### config.mk
export PLATFORM = sky130hd
export DESIGN_NAME = mem_arbiter
export DESIGN_NICKNAME = d
export VERILOG_FILES = /design/src/cache_pkg.sv /design/src/mem_arbiter.sv
export SDC_FILE = /design/constraint.sdc
export NUM_CORES = 1
export LEC_CHECK = 0
export BUFFER_PORTS_ARGS = -buffer_cell sky130_fd_sc_hd__buf_4
export CAP_MARGIN = 40
export CORE_AREA = 2 2 102 104
export DETAILED_ROUTE_END_ITERATION = 10
export DIE_AREA = 0 0 104 106
export PLACE_DENSITY_LB_ADDON = 0.1
export SKIP_LAST_GASP = 1
export SLEW_MARGIN = 15
export SYNTH_ARGS = -nofsm -noshare
export SYNTH_HDL_FRONTEND = slang
export SYNTH_SLANG_ARGS = --single-unit
### constraint.sdc
create_clock -name clk -period 1.7 [get_ports clk]
set_input_delay 0.085 -clock clk [delete_from_list [all_inputs] [get_ports clk]]
set_output_delay 0.085 -clock clk [all_outputs]
set_load 0.005 [all_outputs]
### src/cache_pkg.sv
// bus widths, wishbone request and response structs, cache controller state enum
package cache_pkg;

    localparam int addr_w = 16;              // byte address width
    localparam int data_w = 32;              // data width, one word per line
    localparam int sel_w  = data_w / 8;      // one select per byte lane

    // master to slave, wishbone classic
    typedef struct packed {
        logic              cyc;              // bus cycle in progress
        logic              stb;              // valid transfer
        logic              we;               // write when high
        logic [addr_w-1:0] adr;              // byte address
        logic [sel_w-1:0]  sel;              // byte lane selects
        logic [data_w-1:0] dat_m;            // write data
    } wb_req_t;

    // slave to master
    typedef struct packed {
        logic              ack;              // one cycle per transfer
        logic [data_w-1:0] dat_s;            // read data, valid with ack
    } wb_rsp_t;

    // l1 controller sequencing
    typedef enum logic [1:0] {
        st_idle,                             // wait for cpu request
        st_compare,                          // tag lookup, ack on hit
        st_writeback,                        // dirty victim to memory
        st_refill                            // fetch missing line
    } ctrl_state_e;

endpackage : cache_pkg

### src/mem_arbiter.sv
// round-robin arbiter for two wishbone masters onto one memory, grant held until memory ack
`timescale 1ns/1ps

module mem_arbiter (
    input  logic               clk,
    input  logic               arst_n,
    input  cache_pkg::wb_req_t req_0,                  // cache 0 memory side
    input  cache_pkg::wb_req_t req_1,                  // cache 1 memory side
    output cache_pkg::wb_rsp_t rsp_0,
    output cache_pkg::wb_rsp_t rsp_1,
    output cache_pkg::wb_req_t mem_req,                // to main memory
    input  cache_pkg::wb_rsp_t mem_rsp
);
    logic busy_q;                                      // grant held
    logic last_q;                                      // last winner, granted port while busy
    logic want_0;
    logic want_1;
    logic pick;                                        // idle cycle winner
    logic sel;                                         // port on the memory bus
    logic active;
    logic gnt_0;
    logic gnt_1;

    assign want_0 = req_0.cyc & req_0.stb;
    assign want_1 = req_1.cyc & req_1.stb;

    // tie goes to the port that lost last time
    always_comb begin
        if (want_0 && want_1) begin
            pick = ~last_q;
        end else begin
            pick = want_1;
        end
    end

    assign sel    = busy_q ? last_q : pick;            // idle winner forwarded at once
    assign active = busy_q | want_0 | want_1;

    assign mem_req = !active ? '0 : (sel ? req_1 : req_0);

    assign gnt_0 = busy_q & ~last_q;
    assign gnt_1 = busy_q & last_q;

    // ack and data only to the granted port
    assign rsp_0.ack   = mem_rsp.ack & gnt_0;
    assign rsp_0.dat_s = gnt_0 ? mem_rsp.dat_s : '0;
    assign rsp_1.ack   = mem_rsp.ack & gnt_1;
    assign rsp_1.dat_s = gnt_1 ? mem_rsp.dat_s : '0;

    always_ff @(posedge clk or negedge arst_n) begin
        if (!arst_n) begin
            busy_q <= 1'b0;
            last_q <= 1'b0;
        end else if (!busy_q) begin
            if (want_0 || want_1) begin
                busy_q <= 1'b1;
                last_q <= pick;
            end
        end else if (mem_rsp.ack) begin
            busy_q <= 1'b0;                            // rearbitrate next cycle
        end
    end

endmodule : mem_arbiter

; Word-level counts from Yosys, hierarchy flattened
; Index checks and enable logic that the tools add are counted.
[op_classes]
mux = 9
n_bitwise = 10
n_reduce_logical = 3
[op_table]
columns = operator, count
row1 = $mux W55, 2
row2 = $mux W32, 2
row3 = $and A1 B1 Y1, 6
row4 = $mux W1, 5
row5 = $not A1 Y1, 2
row6 = $or A1 B1 Y1, 2
row7 = $reduce_and A2 Y1, 1
row8 = $logic_and A1 B1 Y1, 1
row9 = $logic_or A1 B1 Y1, 1
[totals]
ff_bits = 2
input_bits = 145
output_inout_bits = 121
wordCells = 24

; Longest topological paths before layout
; Gate-level depths: netlist of run 1.
[depth]
word_depth = 6
mapped_depth = 6
ltp_nobuf = 3

; Least setup slack after synthesis of run 1
; No wires, ideal clock.
[synth_path]
path_kind = flip-flop to output port
from = register busy_q
to = output mem_req[10] (netlist name)
t_arrival_ns = 1.277
slack_ns = 0.338
path_stages_with_launch = 7
path_buffers = 3
path_cell_list = dfrtp_1 > a21o_1 > buf_6 > and3_1 > buf_6 > buf_6 > o21ai_2
[synth_lines]
columns = element, line_no
row1 = start: declaration, mem_arbiter.sv:14  ; logic busy_q;
row2 = start signal: assignment, mem_arbiter.sv:52  ; busy_q <= 1'b0;
row3 = start signal: assignment, mem_arbiter.sv:56  ; busy_q <= 1'b1;
row4 = start signal: assignment, mem_arbiter.sv:60  ; busy_q <= 1'b0;
row5 = end: declaration, mem_arbiter.sv:11  ; output cache_pkg::wb_req_t mem_req,

==> metrics.yaml, run 1 <==
run_status:
  status: "completed"
power:
  p_comb_share_pct: 93.8
  power_density_mw_per_mm2: 1020
  power_frac_clock_pct: 4.1
  p_sw_share_pct: 42.9
  pwr-share-seq_pct: 2.1
  vdd_drop_max_mv: 0.546
  leakagePower_nw: 2.39
  switchingPower_mw: 1.93
  intPower_mw: 2.57
floorplanning:
  io_pins: 266
  die_h_um: 106
  die_width_um: 104
  core_mm2: 0.0100
  initial_core_util_pct: 17.1
  dieArea_mm2: 0.0110
  row_count: 37
final_layout:
  drive_above_1_share_pct: 66.2
  antenna_cells: 0
  final_util_pct: 44.0
  area_delta_synth_final_pct: 157
  design.final.nets: 688
  fillers: 1021
flow_run:
  cap_violations: 0
global_routing:
  grt_pass1_vias: 2895
  track_usage_pct: 15.9
  grt_max_degree: 54
  grt_antenna_before_repair: 0
  grt_pass1_wl_mm: 14.7
  grt_overflow: 0
setup_path:
  critPathLaunchType: "register"
  crit_fanout: 8
  worst-setup-path-type: "reg2out"
  worstPathRequired_ns: 1.62
  end_kind: "primary output"
  critical_path_arrival_ns: 1.61
timing:
  post-route-period-util_pct: 99.6
  tightest_slew_ns: 0.264
  tns_ns: 0
  maxSlewHeadroom_pct: 82.4
  min_period_ns: 1.69
  clock_skew_ns: 0.000594
  whs_ns: 0.0810
  rsz0062_at_grt: "yes"
  fmax_ghz: 0.591
  slew_violations: 0
  hold_viol_final: 0
  setup_violations: 0
place:
  gp_congestion: 0.818
  portBuffers: 265
  hpwl_mm: 7.47
clock_network:
  clock_sinks: 2
  clk_transition_reported_paths_ns: 0.03
  cts_root_buf: "clkbuf_8"
  h-tree-depth: 1
  cts_buffers: 3
  clk_latency_ns: 0.21
  tritoncts: "done"
  clk_path_buf_depth: 2
route:
  drtAntennaViolNets: 0
  drcViolationCount: 0
  dr.pass1.iters: 4
  wl_per_cell_um: 15.7
  vias: 3155
  drt-vias-per-instance: 4.66
  drt-initial-drc-count: 97
  wl_mm: 10.6
yosys:
  netlist_instances: 283
  yosysWarnings: 0
  yosysUniqueCellTypes: 21
  syn_nets: 428
  synth_seq_area_share_pct: 2.93
  syn_area_per_cell_um2: 6.04
  synth.ff_latch_count: 2
  syn_area_mm2: 0.00171
hold_path:
  hold_class: "in2reg"
worst max-delay path, stage by stage, from the launching register on:
cell and delay [ns]:
dfrtp_2 0.44, a21o_1 0.20, and3_4 0.20, buf_12 0.15, clkbuf_16 0.16, o21ai_2 0.13, buf_4 0.13
cells in the mapped netlist, drive strengths merged:
library cell,instances,share of area [%]
a21boi,1,0.44
a21o,3,1.3
a21oi,1,0.29
a221o,1,0.59
and2,33,12
and3,34,12
buf,10,5.6
clkbuf,30,6.6
dfrtp,2,2.9
mux2,2,1.3
nand2,55,12
nand2b,1,0.37
nand4,53,19
nand4b,1,1.4
nor2b,1,0.37
o21ai,54,22
o31ai,1,0.44
cells in the final DEF (no fill, tap or decap), types with 2 or more instances in the layout:
master and count:
buf_4 266, nand2_1 55, nand4_1 53, o21ai_2 45
and3_1 33, and2_1 33, buf_6 9, o21ai_4 8
clkbuf_16 7, buf_12 7, a21o_1 3, clkbuf_8 3
buf_8 3, mux2_2 2, buf_16 2
power by group through the flow:
stage,clock (mW),sequential [mW],combinational [mW]
2_1_floorplan,0,0.0864,1.64
3_3_place_gp,0,0.0911,3.37
3_5_place_dp,0,0.0933,3.38
4_1_cts,0.194,0.0920,3.53
5_1_grt,0.196,0.0991,4.53
6_report,0.185,0.0948,4.22
cell families after synthesis:
group | after synthesis | synth area share (%)
flip-flops | 2 | 2.93
multiplexers | 2 | 1.32
AND/OR/NAND/NOR | 178 | 58.1
AO/OA/AOI/OAI | 61 | 25.5
buffers and inverters | 40 | 12.2
timing repair:
item | CTS | global route
pin swaps | 0 | 45
endpoints found under the hold margin | 2 | 0
resized for setup | 10 | 46
hold buffers | 1 | 0
buffers inserted | 0 | 6
cloned | 1 | 9
setup endpoints to repair | 38 | 72
worst paths after layout:
path / startpoint / endpoint / slack [ns] / cells after the start
max in group asynchronous: arst_n / busy_q / 1.38 / 2
setup reg to reg: busy_q / busy_q / 0.56 / 2
hold / removal: mem_rsp[32] / busy_q / 0.08 / 2
setup / recovery: busy_q / mem_req[24] / 0.007 / 6
min in group asynchronous: arst_n / last_q / 0.22 / 2
hold reg to reg: last_q / last_q / 0.71 / 2
sequential cells by signal (all words and copies together), names as in the netlist:
register and cells:
busy_q 1, last_q 1
through the flow:
step	area (µm²)	setup slack (ns)	cells	power, mW
finish	4400	0.00660	677	4.50
global route	4400	-0.0461	677	4.83
CTS	3940	-0.0332	662	3.82
detailed placement	3830	0.0770	657	3.47
global placement	3830	0.105	657	3.46
floorplan	1710	0.338	283	1.73
area by class of cell:
class / instances / area, µm² / area share [%]
Timing Repair Buffer: 295 / 2520 / 57.4
Multi-Input combinational cell: 241 / 1610 / 36.7
Sequential cell: 2 / 51.3 / 1.17
Tap cell: 136 / 170 / 3.87
Clock buffer: 3 / 41.3 / 0.938
metal layers:
metal | share of wire, % | global-route usage (%) | routed length (µm)
met1 | 37 | 17.5 | 3960
met2 | 53 | 30.4 | 5610
met3 | 8.9 | 4.72 | 940
met4 | 0.82 | 2.70 | 87
met5 | 0 | 0 | 0
Note: power is estimated with default switching activity, not from simulation.
==> run 2: changes to the inputs <==
Settings changed: BUFFER_PORTS_ARGS -buffer_cell sky130_fd_sc_hd__buf_4 to unset, CORE_AREA 2 2 102 104 to 2 2 103 105, DIE_AREA 0 0 104 106 to 0 0 105 107, DONT_BUFFER_PORTS set to 1, REMOVE_ABC_BUFFERS set to 1.
==> run 2 against run 1 <==
Compared with the run above: cell area fell by 57%; register-to-register slack lost 0.25 ns; utilization down 25 points; setup slack gained 0.068 ns; combinational power is 53% lower; non-clock buffer count is 279 lower; power is 49% lower; critical path depth is 2 lower; critical endpoint is now mem_req[1]; highest routed layer unchanged; cell count is 41% lower.
==> metrics.yaml, run 2 (synthesis results as in run 1) <==
run_status:
  status: "completed"  # unchanged
route:
  wl_met1_mm: 2.94  # was 3.96 mm
  dr.pass1.iters: 4  # unchanged
  drt-initial-drc-count: 88  # was 97
  routed-wl-met2_mm: 4.10  # was 5.61 mm
  wl_met3_um: 497  # was 940 µm
  drt-vias-per-instance: 5.26  # was 4.66
  drtAntennaViolNets: 0  # unchanged
  wl_per_cell_um: 19.0  # was 15.7 µm
  drcViolationCount: 0  # unchanged
  wl_mm: 7.56  # was 10.6 mm
  vias: 2092  # was 3155
  top_layer: "met4"  # unchanged
timing:
  min_period_ns: 1.63  # was 1.69 ns
  setup_violations: 0  # unchanged
  tightest_slew_ns: 0.332  # was 0.264 ns
  fmax_ghz: 0.615  # was 0.591 GHz
  maxSlewHeadroom_pct: 77.9  # was 82.4%
  slew_violations: 0  # unchanged
  hold_viol_final: 0  # unchanged
  post-route-period-util_pct: 95.6  # was 99.6%
  clock_skew_ns: 0.00613  # was 0.000594 ns
  rsz0062_at_grt: "yes"  # unchanged
  fin_ws_ns: 0.0744  # was 0.00660 ns
  tns_ns: 0  # unchanged
  whs_ns: 0.0547  # was 0.0810 ns
global_routing:
  grt_pass1_wl_mm: 10.7  # was 14.7 mm
  grt_overflow: 0  # unchanged
  track_usage_pct: 11.8  # was 15.9%
  grt_max_degree: 35  # was 54
  grt_antenna_before_repair: 0  # unchanged
  grt_pass1_vias: 1977  # was 2895
clock_network:
  clk_path_buf_depth: 2  # unchanged
  clk_latency_ns: 0.21  # about the same
  clock_sinks: 2  # unchanged
  post-cts-setup-buffer-count: 0  # unchanged
  clk_transition_reported_paths_ns: 0.03  # about the same
  h-tree-depth: 1  # unchanged
  cts_buffers: 3  # unchanged
  cts_root_buf: "clkbuf_8"  # unchanged
  tritoncts: "done"  # unchanged
setup_path:
  worst-setup-path-type: "reg2out"  # unchanged
  reg2reg_slack_ns: 0.31  # was 0.56 ns
  rr_startpoint: "busy_q"  # unchanged
  crit_fanout: 25  # was 8
  rr_worst_depth: 4  # was 2
  startpoint: "last_q"  # was busy_q
  worstPathRequired_ns: 1.62  # about the same
  r2r-end: "busy_q"  # unchanged
  endpoint: "mem_req[1]"  # was mem_req[24]
  end_kind: "primary output"  # unchanged
  critical_path_arrival_ns: 1.54  # was 1.61 ns
  critPathLaunchType: "register"  # unchanged
floorplanning:
  dieArea_mm2: 0.0112  # was 0.0110 mm²
  initial_core_util_pct: 16.9  # was 17.1%
  die_h_um: 107  # was 106 µm
  row_count: 37  # unchanged
  core_mm2: 0.0101  # was 0.0100 mm²
  io_pins: 266  # unchanged
  die_width_um: 105  # was 104 µm
hold_path:
  hold_class: "in2reg"  # unchanged
power:
  p_sw_share_pct: 58.8  # was 42.9%
  power_density_mw_per_mm2: 1210  # was 1020 mW/mm²
  power_mw: 2.29  # was 4.50 mW
  intPower_mw: 0.946  # was 2.57 mW
  power_frac_clock_pct: 8.1  # was 4.1%
  switchingPower_mw: 1.35  # was 1.93 mW
  p_comb_share_pct: 87.2  # was 93.8%
  vdd_drop_max_mv: 0.338  # was 0.546 mV
  pwr-share-seq_pct: 4.7  # was 2.1%
  leakagePower_nw: 0.855  # was 2.39 nW
final_layout:
  antenna_cells: 0  # unchanged
  reg.largest.list: "busy_q: 1 flops, last_q: 1 flops"  # unchanged
  final_cell_mix: "nand2_1 (55), nand4_1 (53), and3_1 (33), and2_1 (33), o21ai_2 (30)"  # was buf_4 (266), nand2_1 (55), nand4_1 (53)
  design.final.nets: 409  # was 688
  area_delta_synth_final_pct: 11.3  # was 157%
  final_common_cell: "nand2_1"  # was buf_4
  drive_above_1_share_pct: 21.0  # was 66.2%
  final_util_pct: 18.9  # was 44.0%
place:
  portBuffers: 0  # was 265
  gp_congestion: 0.751  # was 0.818
  pre_cts_slack_ns: 0.224  # was 0.0770 ns
  hpwl_mm: 5.85  # was 7.47 mm
flow_run:
  cap_violations: 0  # unchanged
## run 2: changes by cell type in the layout (fill, tap and decap cells not counted), moves of 2 or more
cell	before	now
buf_12	7	4
buf_16	2	0
buf_4	266	8
buf_6	9	2
buf_8	3	0
clkbuf_16	7	0
o21ai_0	1	3
o21ai_1	0	21
o21ai_2	45	30
o21ai_4	8	0
## run 2: power groups by stage
stage,clock network [mW],registers [mW],logic (mW)
final,0.187,0.108,2.00
after CTS,0.192,0.112,2.01
after global routing,0.203,0.118,2.20
after global placement,0,0.108,2.04
after detailed placement,0,0.108,2.00
after floorplan,0,0.163,1.33
## run 2: worst min-delay path by stage
stage	from	to	slack [ns]	cells past startpoint
2_1_floorplan	arst_n	busy_q	-0.21	0
3_3_place_gp	arst_n	busy_q	-0.21	0
3_5_place_dp	arst_n	busy_q	-0.21	0
4_1_cts	req_1[54]	last_q	0.05	2
5_1_grt	req_1[54]	last_q	0.05	2
6_report	req_1[54]	last_q	0.05	2
## run 2: critical path, cell delays in order (launching register included)
cell	delay [ns]
dfrtp_2	0.46
nand2b_2	0.22
and3_2	0.22
buf_12	0.17
o21ai_0	0.24
## run 2: cell type report
type / instances / area (µm²)
clock buffer: 3 / 41.3
tap: 136 / 170
fill: 1174 / 8190
sequential: 2 / 51.3
multi-input combinational: 241 / 1460
timing repair buffer: 16 / 183
## run 2: per-layer routing
metal | global-route usage [%] | vias up
li1 | - | 989
met1 | 13.5 | 973
met2 | 23.1 | 128
met4 | 0.571 | 0
met3 | 2.74 | 2
met5 | 0 | -
## run 2: what timing repair did
action	in CTS	in global routing
resized for setup	1	3
setup endpoints to repair	1	26
hold endpoints to repair	3	0
hold buffers	2	0
## run 2: through the flow
| stage | cell area [µm²] | std cells |
|---|---|---|
| 2_1_floorplan | 1500 | 243 |
| 3_3_place_gp | 1830 | 393 |
| 3_5_place_dp | 1830 | 393 |
| 4_1_cts | 1900 | 398 |
| 5_1_grt | 1900 | 398 |
| 6_report | 1900 | 398 |
